==> src/hw/soc_pkg.sv <==
// ##########################################################
// SoC shared definitions
// ##########################################################

package soc_pkg;

  // byte address and data word widths
  localparam int unsigned ADDR_W = 32;
  localparam int unsigned DATA_W = 32;

  // byte address on the SoC bus
  typedef logic [ADDR_W-1:0] addr_t;

  // one L2 data word
  typedef logic [DATA_W-1:0] data_t;

  // cluster job sequencer
  //   CL_IDLE  : waiting for fetch enable
  //   CL_READ  : read request pending on the bus
  //   CL_WAIT  : waiting for a read or write response
  //   CL_WRITE : result write pending on the bus
  //   CL_DONE  : end of computation, held until fetch enable drops
  typedef enum logic [2:0] {
    CL_IDLE,
    CL_READ,
    CL_WAIT,
    CL_WRITE,
    CL_DONE
  } cl_state_e;

endpackage

==> src/hw/soc_cluster.sv <==
// ##########################################################
// Compute cluster, sums its L2 region
// ##########################################################

`timescale 1ns/100ps

module soc_cluster import soc_pkg::*; #(
  parameter int unsigned CLUSTER_ID = 0,
  parameter int unsigned JOB_LEN    = 8
) (
  input  logic      clk_i,
  input  logic      rst_n_i,

  // cluster control
  input  logic      fetch_en_i,
  output logic      eoc_o,
  output logic      busy_o,

  // request channel to the SoC bus
  output logic      req_valid_o,
  input  logic      req_ready_i,
  output logic      req_we_o,
  output addr_t     req_addr_o,
  output data_t     req_wdata_o,

  // response channel, always accepted
  input  logic      rsp_valid_i,
  input  data_t     rsp_rdata_i
);

  // counter runs 0..JOB_LEN, the last value selects the result word
  localparam int unsigned CNT_W = $clog2(JOB_LEN + 1);

  // region starts at word CLUSTER_ID*(JOB_LEN+1)
  localparam addr_t BASE_ADDR = addr_t'(CLUSTER_ID * (JOB_LEN + 1) * 4);

  cl_state_e        state_q;
  logic [CNT_W-1:0] cnt_q;
  data_t            sum_q;
  logic             wr_phase;

  // all reads done once the counter reaches JOB_LEN
  assign wr_phase = (cnt_q == CNT_W'(JOB_LEN));

  always_ff @(posedge clk_i or negedge rst_n_i) begin
    if (!rst_n_i) begin
      state_q <= CL_IDLE;
      cnt_q   <= '0;
    end else begin
      case (state_q)
        CL_IDLE: begin
          if (fetch_en_i) begin
            state_q <= CL_READ;
            cnt_q   <= '0;
          end
        end
        CL_READ: begin
          if (req_ready_i) begin
            state_q <= CL_WAIT;
          end
        end
        CL_WAIT: begin
          if (rsp_valid_i) begin
            if (wr_phase) begin
              // response to the result write
              state_q <= CL_DONE;
            end else begin
              cnt_q   <= cnt_q + 1'b1;
              state_q <= (cnt_q == CNT_W'(JOB_LEN - 1)) ? CL_WRITE : CL_READ;
            end
          end
        end
        CL_WRITE: begin
          if (req_ready_i) begin
            state_q <= CL_WAIT;
          end
        end
        CL_DONE: begin
          if (!fetch_en_i) begin
            state_q <= CL_IDLE;
          end
        end
        default: state_q <= CL_IDLE;
      endcase
    end
  end

  // running sum, cleared while idle
  always_ff @(posedge clk_i) begin
    if (state_q == CL_IDLE) begin
      sum_q <= '0;
    end else if (state_q == CL_WAIT && rsp_valid_i && !wr_phase) begin
      sum_q <= sum_q + rsp_rdata_i;
    end
  end

  // request fields only change outside READ and WRITE
  assign req_valid_o = (state_q == CL_READ) || (state_q == CL_WRITE);
  assign req_we_o    = (state_q == CL_WRITE);
  assign req_addr_o  = BASE_ADDR + (addr_t'(cnt_q) << 2);
  assign req_wdata_o = sum_q;

  assign busy_o = (state_q == CL_READ) || (state_q == CL_WAIT) || (state_q == CL_WRITE);
  assign eoc_o  = (state_q == CL_DONE);

endmodule

==> config.mk <==
export PLATFORM = sky130hd
export DESIGN_NAME = soc_cluster
export DESIGN_NICKNAME = d
export VERILOG_FILES = /design/src/hw/soc_pkg.sv /design/src/hw/soc_cluster.sv
export SDC_FILE = /design/constraint.sdc
export NUM_CORES = 1
export LEC_CHECK = 0
export ABC_AREA = 1
export BUFFER_PORTS_ARGS = -buffer_cell sky130_fd_sc_hd__buf_2
export CAP_MARGIN = 30
export CELL_PAD_IN_SITES_DETAIL_PLACEMENT = 1
export CELL_PAD_IN_SITES_GLOBAL_PLACEMENT = 1
export CORE_ASPECT_RATIO = 1.5
export CORE_MARGIN = 1
export CORE_UTILIZATION = 39
export DETAILED_ROUTE_END_ITERATION = 7
export PLACE_DENSITY = 0.89
export SLEW_MARGIN = 20
export SYNTH_ARGS = -nofsm -noshare
export SYNTH_HDL_FRONTEND = slang
export SYNTH_SLANG_ARGS = --single-unit
export TNS_END_PERCENT = 5
==> constraint.sdc <==
create_clock -name clk_i -period 3.9 [get_ports clk_i]
set_input_delay 0.585 -clock clk_i [delete_from_list [all_inputs] [get_ports clk_i]]
set_output_delay 0.585 -clock clk_i [all_outputs]
set_load 0.01 [all_outputs]
==> impl_metrics.toml, run 1 <==
[yosys]
syn_inst = 750
synthArstFlopShare = 0.179
synth_top_area_cell = "nand2_1"
avgSynthCellArea_sq_um = 5.63
yosysUniqueCellTypes = 32
yosysSeqAreaShare = 0.193
synth.most_common_cell = "nand2_1"
synth_area_leaders = "nand2_1, dfxtp_1, inv_1"
synth_flop_cell = "dfxtp_1"
synth_top_area_share = 0.222
yosysWarnings = 0
synth_edf_count = 0
synthTopCellsByCount = "nand2_1, inv_1, nor2_1, nand3_1, ha_1"
ys_seq_elements = 39
syn_area_sq_um = 4230

[timing]
finalSetupViolCount = 0
slew_headroom = 0.494
tightest_slew_ns = 0.759
holdWs_ns = 0.117
final_hold_viol_count = 0
fin_setup_tns_ns = 0
timing.final.crit_share = 0.605
fin_crit_ns = 2.36
fin_skew_ns = 0.00510
fmax_mhz = 424
maxSlewViolCount = 0
rsz0062_at_grt = "no"

[power_and_ir_drop]
p_leak_nw = 3.11
ir_drop_v = 0.000234
power_per_cell_area_nw_per_um2 = 647
switching_share = 0.506
clkPwrFrac = 0.180
finalPower_mw = 3.11
internal-power_mw = 1.54
p_switching_mw = 1.57
p_seq_frac = 0.210
pwr-share-comb = 0.610

[run_status]
status = "completed"

[cts]
cts_tree = "built"
postCtsResizedCells = 0
ctsHoldBuffers = 0
path_clk_slew_ns = 0.07
cts_sinks = 39
cts_setup_buffers = 0
root_buffer = "clkbuf_16"
ctsHtreeMaxLevel = 2
cts_buffers = 5
clk_latency_ns = 0.29
cts_buffer_depth = 2

[global_routing]
grt_antenna_before_repair = 0
grt_pass1_wl_microns = 21400
grt_max_degree = 53
met3_usage = 0.0178
grt_usage = 0.242
overflow = 0
grt_pass1_vias = 4711
globalRouteMet1Util = 0.241
grt.busiest_layer = "met2"
grt_use_met2 = 0.492

[placed_design]
hpwlAfterDp_microns = 10600
gp_congestion = 0.887
io_buffers = 76
placed_area_sq_um = 4610

[die]
start_util = 0.401
io_pins = 105
fp.dieW_microns = 87.0
die_h_microns = 129
die-area_sq_um = 11300
num_rows = 46
core_sq_um = 10500

[layout]
multiInputGateArea_sq_um = 2670
syn_to_final_growth_pct = 13.7
fin_nets = 895
seqCellArea_sq_um = 816
drive_gt1_frac = 0.116
num_antenna_cells = 0
final_cell_area_sq_um = 4800
fillCellCount = 1564

[worst_setup_path]
criticalPathCategory = "reg -> reg"
rr_startpoint = "state_q[0]"
startpoint_type = "flip-flop"
crit_path_start = "state_q[0]"
cp_max_fo = 52
end_kind = "flip-flop"
worstPathRequired_ns = 4.09
worst-r2r-setup-slack_ns = 1.54
cp.arrival_ns = 2.54

[drt]
drc = 0
wl_per_cell_microns = 13.4
dr_total_vias = 4559
antenna_left = 0
drt_iter0_markers = 105
dr.pass1.iters = 4
via_per_inst = 4.70
wl_microns = 13000

[hold_path]
hold_path_class = "in -> async"

[flow_run]
maxCapViolations = 0
sequential cells by signal (all words and copies together), names as in the netlist:
register / count
cnt_q: 4
req_wdata_o: 32
state_q: 3
metrics by stage:
step                      utilization  std cells  setup WS, ns
final                           0.456        969          1.54
after global routing            0.456        969          1.37
after CTS                       0.456        969          1.50
after detailed placement        0.438        961          1.42
after global placement          0.438        961          1.49
after floorplan                     -        777          1.86
power groups by stage:
| stage | logic, mW | clock network, mW | registers, mW |
|---|---|---|---|
| 2_1_floorplan | 1.33 | 0 | 0.702 |
| 3_3_place_gp | 1.84 | 0 | 0.661 |
| 3_5_place_dp | 1.89 | 0 | 0.664 |
| 4_1_cts | 1.91 | 0.569 | 0.656 |
| 5_1_grt | 2.16 | 0.579 | 0.674 |
| 6_report | 1.90 | 0.560 | 0.653 |
layout make-up:
class | count | area share
inverter | 152 | 0.119
timing repair buffer | 76 | 0.0792
clock inverter | 3 | 0.0141
clock buffer | 5 | 0.0260
tap | 144 | 0.0375
multi-input combinational | 550 | 0.555
sequential | 39 | 0.170
worst max-delay path: stages, from the launching register on:
cell and delay, ns:
dfrtp_1 0.40, inv_1 0.17, nand3_4 0.16, inv_2 0.08, nand2_1 0.06, nand2_2 0.07, nand2_4 0.10, nor2_8 0.59
inv_2 0.31, o21ai_0 0.23, inv_1 0.06
final timing paths:
kind / depth (start not counted) / endpoint
setup / recovery: 10 / req_wdata_o[8]
hold / removal: 1 / cnt_q[3]
setup reg to reg: 10 / req_wdata_o[8]
hold reg to reg: 2 / req_wdata_o[2]
max in group asynchronous: 1 / state_q[1]
min in group clk_i: 2 / req_wdata_o[2]
per-layer routing:
layer / share of wire / up-vias
met5: 0 / -
met4: 0.040 / 0
met3: 0.020 / 24
met2: 0.55 / 86
met1: 0.39 / 2111
li1: - / 2338
placed cells by master, fill, tap and decap left out, drive strengths merged:
| cell | count |
|---|---|
| nand3 | 47 |
| fa | 1 |
| nor3 | 3 |
| buf | 76 |
| dfxtp | 32 |
| o22ai | 1 |
| a21oi | 27 |
| nor2 | 109 |
| ha | 33 |
| nand4 | 3 |
| xnor2 | 3 |
| dfrtp | 7 |
| o21bai | 4 |
| conb | 28 |
| clkinvlp | 1 |
| a21o | 1 |
| bufinv | 2 |
| nand2 | 253 |
| o21ai | 20 |
| clkbuf | 5 |
| o31ai | 2 |
| xor2 | 13 |
| and2 | 2 |
| inv | 152 |
cell families after synthesis:
kind of cell | Yosys count | synth area share
other cells | 1 | 0.000888
compound gates | 55 | 0.0705
simple gates | 417 | 0.400
xor+xnor | 16 | 0.0332
flops | 39 | 0.193
buf+inv | 188 | 0.200
fa+ha+maj | 34 | 0.102
(Power assumes the default switching activity.)
==> run 2: changes to the inputs <==
--- a/config.mk
+++ b/config.mk
@@ -12,9 +12,9 @@
 export CELL_PAD_IN_SITES_GLOBAL_PLACEMENT = 1
 export CORE_ASPECT_RATIO = 1.5
 export CORE_MARGIN = 1
-export CORE_UTILIZATION = 39
+export CORE_UTILIZATION = 36
 export DETAILED_ROUTE_END_ITERATION = 7
-export PLACE_DENSITY = 0.89
+export PLACE_DENSITY = 0.83
 export SLEW_MARGIN = 20
 export SYNTH_ARGS = -nofsm -noshare
 export SYNTH_HDL_FRONTEND = slang
==> constraint.sdc (replaced) <==
create_clock -name clk_i -period 2.2 [get_ports clk_i]
set_input_delay 0.33 -clock clk_i [delete_from_list [all_inputs] [get_ports clk_i]]
set_output_delay 0.33 -clock clk_i [all_outputs]
set_load 0.01 [all_outputs]
==> run 2 against run 1 <==
The flow now finishes with violations (DRC). Sequential power grew 79%. Utilization shrank 2.7 points. Die area rose by 8.2%. Total power is 77% higher. Cell count is 2.0% higher. Via count is 2.1% higher. Fmax is 18% higher. Routed wire length is 0.59% lower. Largest power group unchanged. Critical path type unchanged. Worst setup slack worse by 1.3 ns. Combinational power is 82% higher.
==> impl_metrics.toml, run 2 (synthesized netlist as in run 1, its figures left out) <==
[placed_design]
hpwlAfterDp_microns = 11000
io_buffers = 76
gp_congestion = 0.857

[power_and_ir_drop]
p_leak_nw = 3.18
ir_drop_v = 0.000382
power_per_cell_area_nw_per_um2 = 1120

[worst_setup_path]
path_cells = "ha_1 -> fa_2 -> nand3_1 -> nand3_1 -> nand3_1 -> nand3_1 -> nand3_1 -> nand2_1 -> nand2_1 -> nand3_1 -> nand2_1 -> inv_1"
cp_num_buf_inv = 1
cp_max_fo = 4
crit_end = "req_wdata_o[20]"
startpoint_type = "flip-flop"
ff2ff_path_depth = 12
cp.arrival_ns = 2.19
reg2reg_to = "req_wdata_o[20]"
worstPathRequired_ns = 2.39
end_kind = "flip-flop"
path_delay_family = "simple AND/OR/NAND/NOR gates"
slowest_stage = "fa_2"
worst-r2r-setup-slack_ns = 0.20
crit_path_start = "req_wdata_o[0]"
critPathMaxStageDelay_ns = 0.41
path_common_cell = "nand3_1"
rr_startpoint = "req_wdata_o[0]"
criticalPathCategory = "reg -> reg"
path_depth = 12

[global_routing]
overflow = 0
grt_max_degree = 29
grt_pass1_vias = 4638
grt_pass1_wl_microns = 21100
grt_antenna_before_repair = 0
grt_usage = 0.219

[die]
die-area_sq_um = 12200
start_util = 0.368
io_pins = 105
die_h_microns = 135
core_sq_um = 11500
fp.dieW_microns = 90.5
num_rows = 48

[timing]
finalSetupViolCount = 0
slew_headroom = 0.584
fin_crit_ns = 2.00
maxSlewViolCount = 0
rsz0062_at_grt = "no"
fin_skew_ns = 0.00566
fin_setup_tns_ns = 0
tightest_slew_ns = 0.623
final_hold_viol_count = 0
fmax_mhz = 500
timing.final.crit_share = 0.909

[layout]
syn_to_final_growth_pct = 16.6
final_cell_mix = "nand2_1, inv_1, nor2_1, buf_2, nand3_1"
drive_gt1_frac = 0.131
num_antenna_cells = 0
fin_nets = 908
largest_reg_flops = 32
fin_util = 0.429
final_common_cell = "nand2_1"

[cts]
ctsHtreeMaxLevel = 2
cts_buffers = 5
clk_latency_ns = 0.29
cts_buffer_depth = 2
path_clk_slew_ns = 0.07
root_buffer = "clkbuf_16"
cts_setup_buffers = 0
cts_tree = "built"
cts_sinks = 39

[drt]
dr_total_vias = 4654
wl_per_cell_microns = 13.1
wl_microns = 12900
via_per_inst = 4.71
drc = 1
drt_iter0_markers = 124
antenna_left = 0
dr.pass1.iters = 6

[hold_path]
hold_path_class = "in -> reg"

[run_status]
violations = "DRC"
status = "finished, violations left"

[flow_run]
maxCapViolations = 0
[run 2: tightest hold or removal path, cell delays in order]
cell,delay [ns]
buf_2,0.08
nand2_1,0.07
o31ai_1,0.07
[run 2: timing repair]
action                     CTS  global route
setup endpoints to repair    0             4
gates resized for setup      0             2
hold endpoints to repair     7             0
hold buffers                 1             0
[run 2: metal layers]
metal,up-vias,part of all wire,track usage
met5,-,0,0
met4,0,0.060,0.140
met3,45,0.025,0.0265
met2,103,0.55,0.444
met1,2135,0.36,0.203
li1,2371,-,-
[run 2: how the worst min path moves through the flow]
stage                            from          to  slack (ns)  cells past startpoint
after global routing      req_ready_i  state_q[0]        0.31                      4
final                      fetch_en_i  state_q[2]        0.29                      3
after global placement        rst_n_i  state_q[1]        0.17                      1
after detailed placement      rst_n_i  state_q[2]        0.18                      1
after floorplan               rst_n_i    cnt_q[0]        0.03                      0
after CTS                  fetch_en_i  state_q[2]        0.30                      3
[run 2: through the flow]
stage / total power, mW / hold slack [ns] / area (sq um) / worst slack [ns] / std cells
floorplan: 3.59 / 0.0344 / 4330 / 0.375 / 777
global placement: 4.57 / 0.175 / 4730 / 0.0610 / 979
detailed placement: 4.67 / 0.176 / 4730 / 0.0120 / 979
CTS: 5.59 / 0.298 / 4920 / 0.0861 / 988
global route: 6.07 / 0.311 / 4920 / 0.0515 / 988
finish: 5.51 / 0.293 / 4920 / 0.201 / 988
[run 2: where the power goes]
group | leakage [nW] | switching (mW) | internal (mW)
Sequential | 0.354 | 0.216 | 0.952
Clock | 0.0844 | 0.342 | 0.542
Combinational | 2.74 | 2.24 | 1.22
Total | 3.18 | 2.79 | 2.72
[run 2: cell type report]
type / count / area (sq um)
Fill cell: 1699 / 6550
Clock inverter: 3 / 47.5
Tap cell: 150 / 188
Inverter: 152 / 571
Multi-Input combinational cell: 550 / 2670
Clock buffer: 5 / 125
Timing Repair Buffer: 89 / 505
Sequential cell: 39 / 816
