## config.mk

```make
export PLATFORM = sky130hd
export DESIGN_NAME = soc_bus
export DESIGN_NICKNAME = d
export VERILOG_FILES = /design/src/hw/soc_pkg.sv /design/src/hw/soc_bus.sv
export SDC_FILE = /design/constraint.sdc
export NUM_CORES = 1
export LEC_CHECK = 0
export BUFFER_PORTS_ARGS = -buffer_cell sky130_fd_sc_hd__buf_2
export CORE_AREA = 4 4 119 121
export DETAILED_ROUTE_END_ITERATION = 10
export DIE_AREA = 0 0 123 125
export PLACE_DENSITY = 0.45
export SLEW_MARGIN = 0
export SYNTH_ARGS = -nofsm -noshare
export SYNTH_HDL_FRONTEND = slang
export SYNTH_SLANG_ARGS = --single-unit
```

## constraint.sdc

```tcl
create_clock -name clk_i -period 8.09 [get_ports clk_i]
set_clock_uncertainty 0.1 [all_clocks]
set_input_delay 1.2135 -clock clk_i [delete_from_list [all_inputs] [get_ports clk_i]]
set_output_delay 1.2135 -clock clk_i [all_outputs]
set_load 0.01 [all_outputs]
```

## src/hw/soc_pkg.sv

```systemverilog
// ##########################################################
// SoC shared definitions
// ##########################################################

package soc_pkg;

  // byte address and data word widths
  localparam int unsigned ADDR_W = 32;
  localparam int unsigned DATA_W = 32;

  // byte address on the SoC bus
  typedef logic [ADDR_W-1:0] addr_t;

  // one L2 data word
  typedef logic [DATA_W-1:0] data_t;

  // cluster job sequencer
  //   CL_IDLE  : waiting for fetch enable
  //   CL_READ  : read request pending on the bus
  //   CL_WAIT  : waiting for a read or write response
  //   CL_WRITE : result write pending on the bus
  //   CL_DONE  : end of computation, held until fetch enable drops
  typedef enum logic [2:0] {
    CL_IDLE,
    CL_READ,
    CL_WAIT,
    CL_WRITE,
    CL_DONE
  } cl_state_e;

endpackage

```

## src/hw/soc_bus.sv

```systemverilog
// ##########################################################
// SoC bus, round-robin to L2
// ##########################################################

`timescale 1ns/100ps

module soc_bus import soc_pkg::*; #(
  parameter int unsigned N_MST    = 3,
  parameter int unsigned L2_WORDS = 256,
  localparam int unsigned IDX_W   = $clog2(L2_WORDS)
) (
  input  logic                clk_i,
  input  logic                rst_n_i,

  // request channels, one per master
  input  logic  [N_MST-1:0]   req_valid_i,
  output logic  [N_MST-1:0]   req_ready_o,
  input  logic  [N_MST-1:0]   req_we_i,
  input  addr_t [N_MST-1:0]   req_addr_i,
  input  data_t [N_MST-1:0]   req_wdata_i,

  // response, valid per master, payload shared
  output logic  [N_MST-1:0]   rsp_valid_o,
  output data_t               rsp_rdata_o,
  output logic                rsp_err_o,

  // L2 memory port
  output logic                mem_en_o,
  output logic                mem_we_o,
  output logic  [IDX_W-1:0]   mem_idx_o,
  output data_t               mem_wdata_o,
  input  data_t               mem_rdata_i
);

  localparam int unsigned MST_W    = (N_MST > 1) ? $clog2(N_MST) : 1;
  localparam addr_t       L2_LIMIT = addr_t'(L2_WORDS * 4);

  // round-robin candidate at offset off from base, wrapping at N_MST
  function automatic logic [MST_W-1:0] rr_index(input logic [MST_W-1:0] base,
                                                input int unsigned     off);
    int unsigned sel;
    sel = int'(base) + off;
    if (sel >= N_MST) begin
      sel = sel - N_MST;
    end
    return MST_W'(sel);
  endfunction

  logic [MST_W-1:0] rr_ptr_q;
  logic [MST_W-1:0] grant_idx;
  logic [MST_W-1:0] next_ptr;
  logic             grant_found;
  addr_t            grant_addr;
  logic             addr_ok;

  // response stage
  logic             rsp_pend_q;
  logic [MST_W-1:0] rsp_mst_q;
  logic             rsp_err_q;

  // first valid master starting from the priority pointer
  always_comb begin
    grant_found = 1'b0;
    grant_idx   = '0;
    for (int unsigned k = 0; k < N_MST; k++) begin
      if (!grant_found && req_valid_i[rr_index(rr_ptr_q, k)]) begin
        grant_found = 1'b1;
        grant_idx   = rr_index(rr_ptr_q, k);
      end
    end
  end

  always_comb begin
    for (int unsigned i = 0; i < N_MST; i++) begin
      req_ready_o[i] = grant_found && (grant_idx == MST_W'(i));
      rsp_valid_o[i] = rsp_pend_q && (rsp_mst_q == MST_W'(i));
    end
  end

  assign next_ptr = (grant_idx == MST_W'(N_MST - 1)) ? '0 : grant_idx + 1'b1;

  // range and word alignment check on the winner
  assign grant_addr = req_addr_i[grant_idx];
  assign addr_ok    = (grant_addr < L2_LIMIT) && (grant_addr[1:0] == 2'b00);

  // failing requests never reach the memory
  assign mem_en_o    = grant_found && addr_ok;
  assign mem_we_o    = req_we_i[grant_idx];
  assign mem_idx_o   = grant_addr[IDX_W+1:2];
  assign mem_wdata_o = req_wdata_i[grant_idx];

  always_ff @(posedge clk_i or negedge rst_n_i) begin
    if (!rst_n_i) begin
      rr_ptr_q   <= '0;
      rsp_pend_q <= 1'b0;
      rsp_mst_q  <= '0;
      rsp_err_q  <= 1'b0;
    end else begin
      rsp_pend_q <= grant_found;
      if (grant_found) begin
        rr_ptr_q  <= next_ptr;
        rsp_mst_q <= grant_idx;
        rsp_err_q <= !addr_ok;
      end
    end
  end

  // read data lines up with the registered response
  assign rsp_rdata_o = rsp_err_q ? '0 : mem_rdata_i;
  assign rsp_err_o   = rsp_err_q;

endmodule

```

==> flow_summary.ini, run 1 <==
[global_route]
grt_remaining_overflow = 0
grt_max_degree = 73
first_global_vias = 3028
grt_use_total_pct = 11.7
grt_pass1_wl_mm = 14.6
antenna_found_initial = 0

[die]
initial_utilization_pct = 14.3
rows = 42
core_um2 = 13100
dieHeight_um = 125
ios = 313
dieArea_um2 = 15400
die_w_um = 123

[worst_setup_path]
crit_slowest_cell = o221a_2
end_kind = output pin
crit_type = input port to output pin
rrSetupSlack_ps = 4720
start_kind = input port
worstRegToRegCells = 8
critPathMaxFanout = 29
cp_data_arrival_time_ps = 3660
worstPathCellList = buf_2 > nor4bb_1 > a2111o_1 > o221a_2 > buf_4 > and4b_1 > o21ai_1 > a21oi_1 > buf_2
cp.required_ps = 6780
crit_top_cell = buf_2
max_stage_delay_ps = 590

[logic_synthesis]
syn_avg_cell_area_um2 = 7.10
synth_top_family_by_area = simple AND/OR/NAND/NOR gates
syn-cell-area_um2 = 1870
yosysSeqAreaShare_pct = 8.04
synthMuxAreaShare_pct = 25.0
synth-simple-area-share_pct = 36.3
synth_compound_area_share_pct = 19.4
syn_inst = 263
synth_xor_xnor_area_share_pct = 0
synth_nets = 499
yosys.cell_types.count = 42
yosysWarnings = 0
synthAdderAreaFrac_pct = 2.68
ys_ff_latch = 6

[timing]
period_minus_slack_ps = 4970
finalSetupViolCount = 0
fin_setup_tns_ps = 0
final_hold_viol_count = 0
rsz0062_at_grt = no
final.setup.worst_slack_ps = 3120
fmax_mhz = 201
maxSlewHeadroom_pct = 30.7
drv_slew = 0
period_share_pct = 61.5
tightestPinTransition_ps = 1040

[routing]
drt-initial-drc-count = 44
dr_total_vias = 3081
first_pass_iters = 4
wl_mm = 10.4
antenna_left = 0
route.detailed.drc = 0
wire_per_inst_um = 14.1
avgViaCountPerCell = 4.19

[run]
maxCapViolCount = 0

[final_layout]
final_layout_size_suffix_gt1_share_pct = 57.9
fill_cells = 1441
antenna_cells = 0
nets = 798
area_growth_pct = 92.9

[cts]
cts_tree = built
cts_resized = 0
cts.sinks = 6
cts-root-buf = clkbuf_16
clock_latency_ps = 230
htreeDepth = 1
clock_path_buffers = 2
postCtsSetupRepairBufs = 0
cts-buffers-inserted = 3
cts_hold_buf = 0
clk_pin_slew_ps = 30

[pwr]
irDropWorstVdd_mv = 0.144
powerDensity_nw_per_um2 = 380
leakage_uw = 0.00197

[min_path]
hold_path_class = flip-flop to flip-flop
hold_path_depth = 2

[placement]
numPortBuffers = 312
gp_congestion = 0.872
dp_hpwl_mm = 9.09
place_ws_ps = 3060

[run_status]
status = completed
-- path summary, 6_finish.rpt --
check	from	end
worst max-delay path	req_valid_i[1]	mem_en_o
worst min-delay path	rsp_mst_q[1]	rsp_mst_q[1]
worst max register to register	rr_ptr_q[0]	rsp_err_o
worst min register to register	rsp_mst_q[1]	rsp_mst_q[1]
max in group asynchronous	rst_n_i	rr_ptr_q[1]
min in group asynchronous	rst_n_i	rsp_mst_q[0]
-- per-layer routing --
layer	share of wire (%)	GRT usage, %
met1	34	11.8
met2	54	24.7
met5	0	0
met3	11	1.72
met4	1.2	2.21
-- where the power goes --
part,total (uW),switching (uW),internal [uW]
clock,79.2,15.8,63.4
combinational,1220,707,516
sequential,68.1,23.4,44.7
-- flip-flops by register name (all words and copies together), names as in the netlist --
name and cells:
rr_ptr_q 2, rsp_mst_q 2, rsp_err_o 1, rsp_pend_q 1
-- kinds of logic (layout without fill, tap and decap cells) --
family / after synthesis / count (layout)
and+or+nand+nor: 124 / 124
AOI/OAI and AO/OA: 60 / 60
muxes: 45 / 45
buffers and inverters: 24 / 321
DFF: 6 / 6
adders and majority gates: 4 / 4
-- area by class of cell --
class / count / area [um^2] / share of cell area [%]
timing repair buffer: 314 / 1580 / 43.8
clock buffer: 3 / 75.1 / 2.08
multi-input combinational: 233 / 1560 / 43.4
inverter: 4 / 15.0 / 0.417
tap: 176 / 220 / 6.12
sequential: 6 / 150 / 4.17
-- cell usage in the layout (no fill, tap or decap), types with 4 or more instances in the layout --
master / count
nor2b_1: 34
nor2_1: 45
inv_1: 4
a21oi_1: 43
ha_1: 4
nand2_1: 6
buf_2: 312
dfrtp_1: 6
nor4_1: 17
mux2i_1: 43
-- cell usage after synthesis (all sizes together) --
cell type | instances | area, um^2
o221a | 1 | 11.3
o21bai | 1 | 7.51
nor2 | 45 | 169
and2 | 1 | 6.26
o21ai | 3 | 18.8
dfrtp | 6 | 150
nand4 | 3 | 18.8
buf | 13 | 119
and3b | 2 | 17.5
nor4bb | 1 | 10.0
or3 | 1 | 6.26
o211a | 1 | 10.0
a21o | 3 | 22.5
or4 | 1 | 7.51
nor4 | 17 | 106
mux2i | 45 | 467
and4b | 2 | 20.0
a211o | 1 | 8.76
a2111o | 1 | 11.3
nand2 | 6 | 22.5
nor3 | 2 | 10.0
ha | 4 | 50.1
nand2b | 2 | 12.5
nor3b | 2 | 15.0
nand4bb | 1 | 11.3
a31o | 1 | 8.76
a311oi | 1 | 8.76
a21oi | 44 | 224
nor2b | 34 | 213
or4b | 1 | 10.0
inv | 4 | 15.0
nand3b | 3 | 22.5
o221ai | 1 | 15.0
o21a | 2 | 15.0
clkbuf | 7 | 26.3
-- metrics by stage --
stage	utilization, %	power (uW)	cell area (um^2)	instances	hold slack, ps
after detailed placement	26.9	1310	3530	733	412
after global placement	26.9	1300	3530	733	398
after CTS	27.5	1400	3600	736	419
after floorplan	-	922	1870	263	376
final	27.5	1370	3600	736	414
after global routing	27.5	1500	3600	736	440
-- critical path, delay by kind of cell --
kind	cells	cell delay [ps]
AOI/OAI and AO/OA	4	990
buffers and inverters	3	870
and+or+nand+nor	2	590
No activity file was read; power rests on OpenSTA's default activity.
==> run 2: changes to the inputs <==
Settings changed: ABC_AREA set to 1, CORE_AREA 4 4 119 121 to 4 4 118 120, DIE_AREA 0 0 123 125 to 0 0 122 124, PLACE_DENSITY 0.45 to 0.46.
Clock period 8.09 ns to 4.9 ns, I/O delays scaled along.
==> flow_summary.ini, run 2 <==
[routing]
wire_per_inst_um = 13.0
route.detailed.drc = 0
antenna_left = 0
avgViaCountPerCell = 4.15
wl_mm = 11.2
dr_total_vias = 3573
drt-initial-drc-count = 117
first_pass_iters = 4

[logic_synthesis]
yosysSeqAreaShare_pct = 7.83
synth_commonest_cells = nand2_1, nand3_1, nor2_1
synth_edf_count = 0
ys_async_sr_fraction_pct = 100
synth_nets = 626
synth-main-ff-cell = dfrtp_1
ys_ff_latch = 6
synth_xor_xnor_area_share_pct = 0
yosysTopAreaCellShare_pct = 25.3
syn_avg_cell_area_um2 = 4.91
synth_top_family_by_area = simple AND/OR/NAND/NOR gates
syn_inst = 390
synthMuxAreaShare_pct = 0
ys_top_cells_by_area = nand3_1, nand2_1, nor2_1
synthAdderAreaFrac_pct = 2.61
yosysWarnings = 0
syn-cell-area_um2 = 1920
synth-simple-area-share_pct = 71.6
yosys.area.top_type = nand3_1
yosys.cell_types.count = 24
synth_compound_area_share_pct = 2.09
yosysMostFrequentCell = nand2_1

[cts]
clock_path_buffers = 2
cts-buffers-inserted = 3
cts_hold_buf = 0
htreeDepth = 1
clock_latency_ps = 220
cts.sinks = 6
postCtsSetupRepairBufs = 0
cts-root-buf = clkbuf_16
cts_resized = 0
clk_pin_slew_ps = 30
cts_tree = built

[worst_setup_path]
critPathMaxFanout = 45
start_kind = flip-flop
cp.required_ps = 4070
reg2reg_from = rr_ptr_q[0]
rrSetupSlack_ps = 2310
end_kind = output pin
crit_type = flip-flop to output pin
cp_data_arrival_time_ps = 3070
worstRegToRegCells = 12
reg2reg_to = rsp_err_o

[global_route]
first_global_vias = 3303
antenna_found_initial = 0
grt_use_total_pct = 12.6
grt_max_degree = 46
grt_remaining_overflow = 0
grt_pass1_wl_mm = 15.5

[placement]
numPortBuffers = 312
place_ws_ps = 1220
dp_hpwl_mm = 9.39
gp_congestion = 0.790

[timing]
period_minus_slack_ps = 3900
period_share_pct = 79.6
hold_ws_ps = 227
fin_setup_tns_ps = 0
drv_slew = 0
finalSetupViolCount = 0
tightestPinTransition_ps = 1020
maxSlewHeadroom_pct = 31.7
final.setup.worst_slack_ps = 998
final_hold_viol_count = 0
rsz0062_at_grt = no
fmax_mhz = 256

[min_path]
hold_path_class = input port to asynchronous set/reset pin

[final_layout]
layout_common_cells = buf_2, nand2_1, nand3_1
largestRegisters = rr_ptr_q x2, rsp_mst_q x2
final_common_cell = buf_2
multiInputGateArea_um2 = 1460
nets = 924
register_area_um2 = 150
antenna_cells = 0
fill_cells = 1549
final_layout_size_suffix_gt1_share_pct = 48.3
area_growth_pct = 91.0

[run]
maxCapViolCount = 0

[pwr]
leakage_uw = 0.00233
irDropWorstVdd_mv = 0.265
powerDensity_nw_per_um2 = 750

[die]
initial_utilization_pct = 14.8
core_um2 = 13000
dieArea_um2 = 15100
dieHeight_um = 124
ios = 313
rows = 42
die_w_um = 122

[run_status]
status = completed
## run 2: area by class of cell
class                   count  area share (%)
well taps                 176            6.02
flip-flops and latches      6            4.10
clock buffers               3            2.05
multi-input cells         315            40.0
repair buffers            313            42.9
inverters                  49            5.02
## run 2: stage by stage
step / cells / power (uW) / utilization [%] / area, um^2
after floorplan: 390 / 1800 / - / 1920
after global routing: 862 / 3050 / 28.2 / 3660
after detailed placement: 859 / 2660 / 27.6 / 3590
after CTS: 862 / 2800 / 28.2 / 3660
final: 862 / 2750 / 28.2 / 3660
after global placement: 859 / 2690 / 27.6 / 3590
## run 2: cell families (layout without fill, tap and decap cells)
group                    Yosys count  in the layout
adder cells (fa/ha/maj)            4              4
flip-flops                         6              6
AO/OA/AOI/OAI                      7              7
AND/OR/NAND/NOR                  304            304
buffers and inverters             69            365
## run 2: metal layers
layer  routed length (um)  track usage [%]  share of wire (%)
met1                 4260             14.6                 38
met2                 5760             24.3                 51
met3                 1180             3.09                 11
met4                   16            0.840               0.14
met5                    0                0                  0
## run 2: critical path, stage by stage (launching register included)
cell and delay (ps):
dfrtp_1 360, inv_1 80, ha_1 390, inv_2 140, nand2_1 60, nand3_1 60
nand2_1 120, nand3_1 110, nand2_2 80, inv_2 70, nand2_4 290, nor2_8 600
nand2_1 110, nand3_1 130, buf_2 150
## run 2: power by group
group,internal [uW],switching [uW]
combinational,873,1640
clock,104,24.7
sequential,72.6,32.8
total,1050,1700
## run 2: worst max-delay path by stage
stage                    from         endpoint  slack [ps]  depth (start not counted)
2_1_floorplan     rr_ptr_q[0]   req_ready_o[0]        2210                         12
3_3_place_gp   req_valid_i[2]     mem_idx_o[0]        1190                         12
3_5_place_dp   req_valid_i[2]  mem_wdata_o[19]        1220                         12
4_1_cts           rr_ptr_q[0]  mem_wdata_o[19]         990                         13
5_1_grt           rr_ptr_q[0]  mem_wdata_o[11]         740                         14
6_report          rr_ptr_q[0]  mem_wdata_o[19]        1000                         14
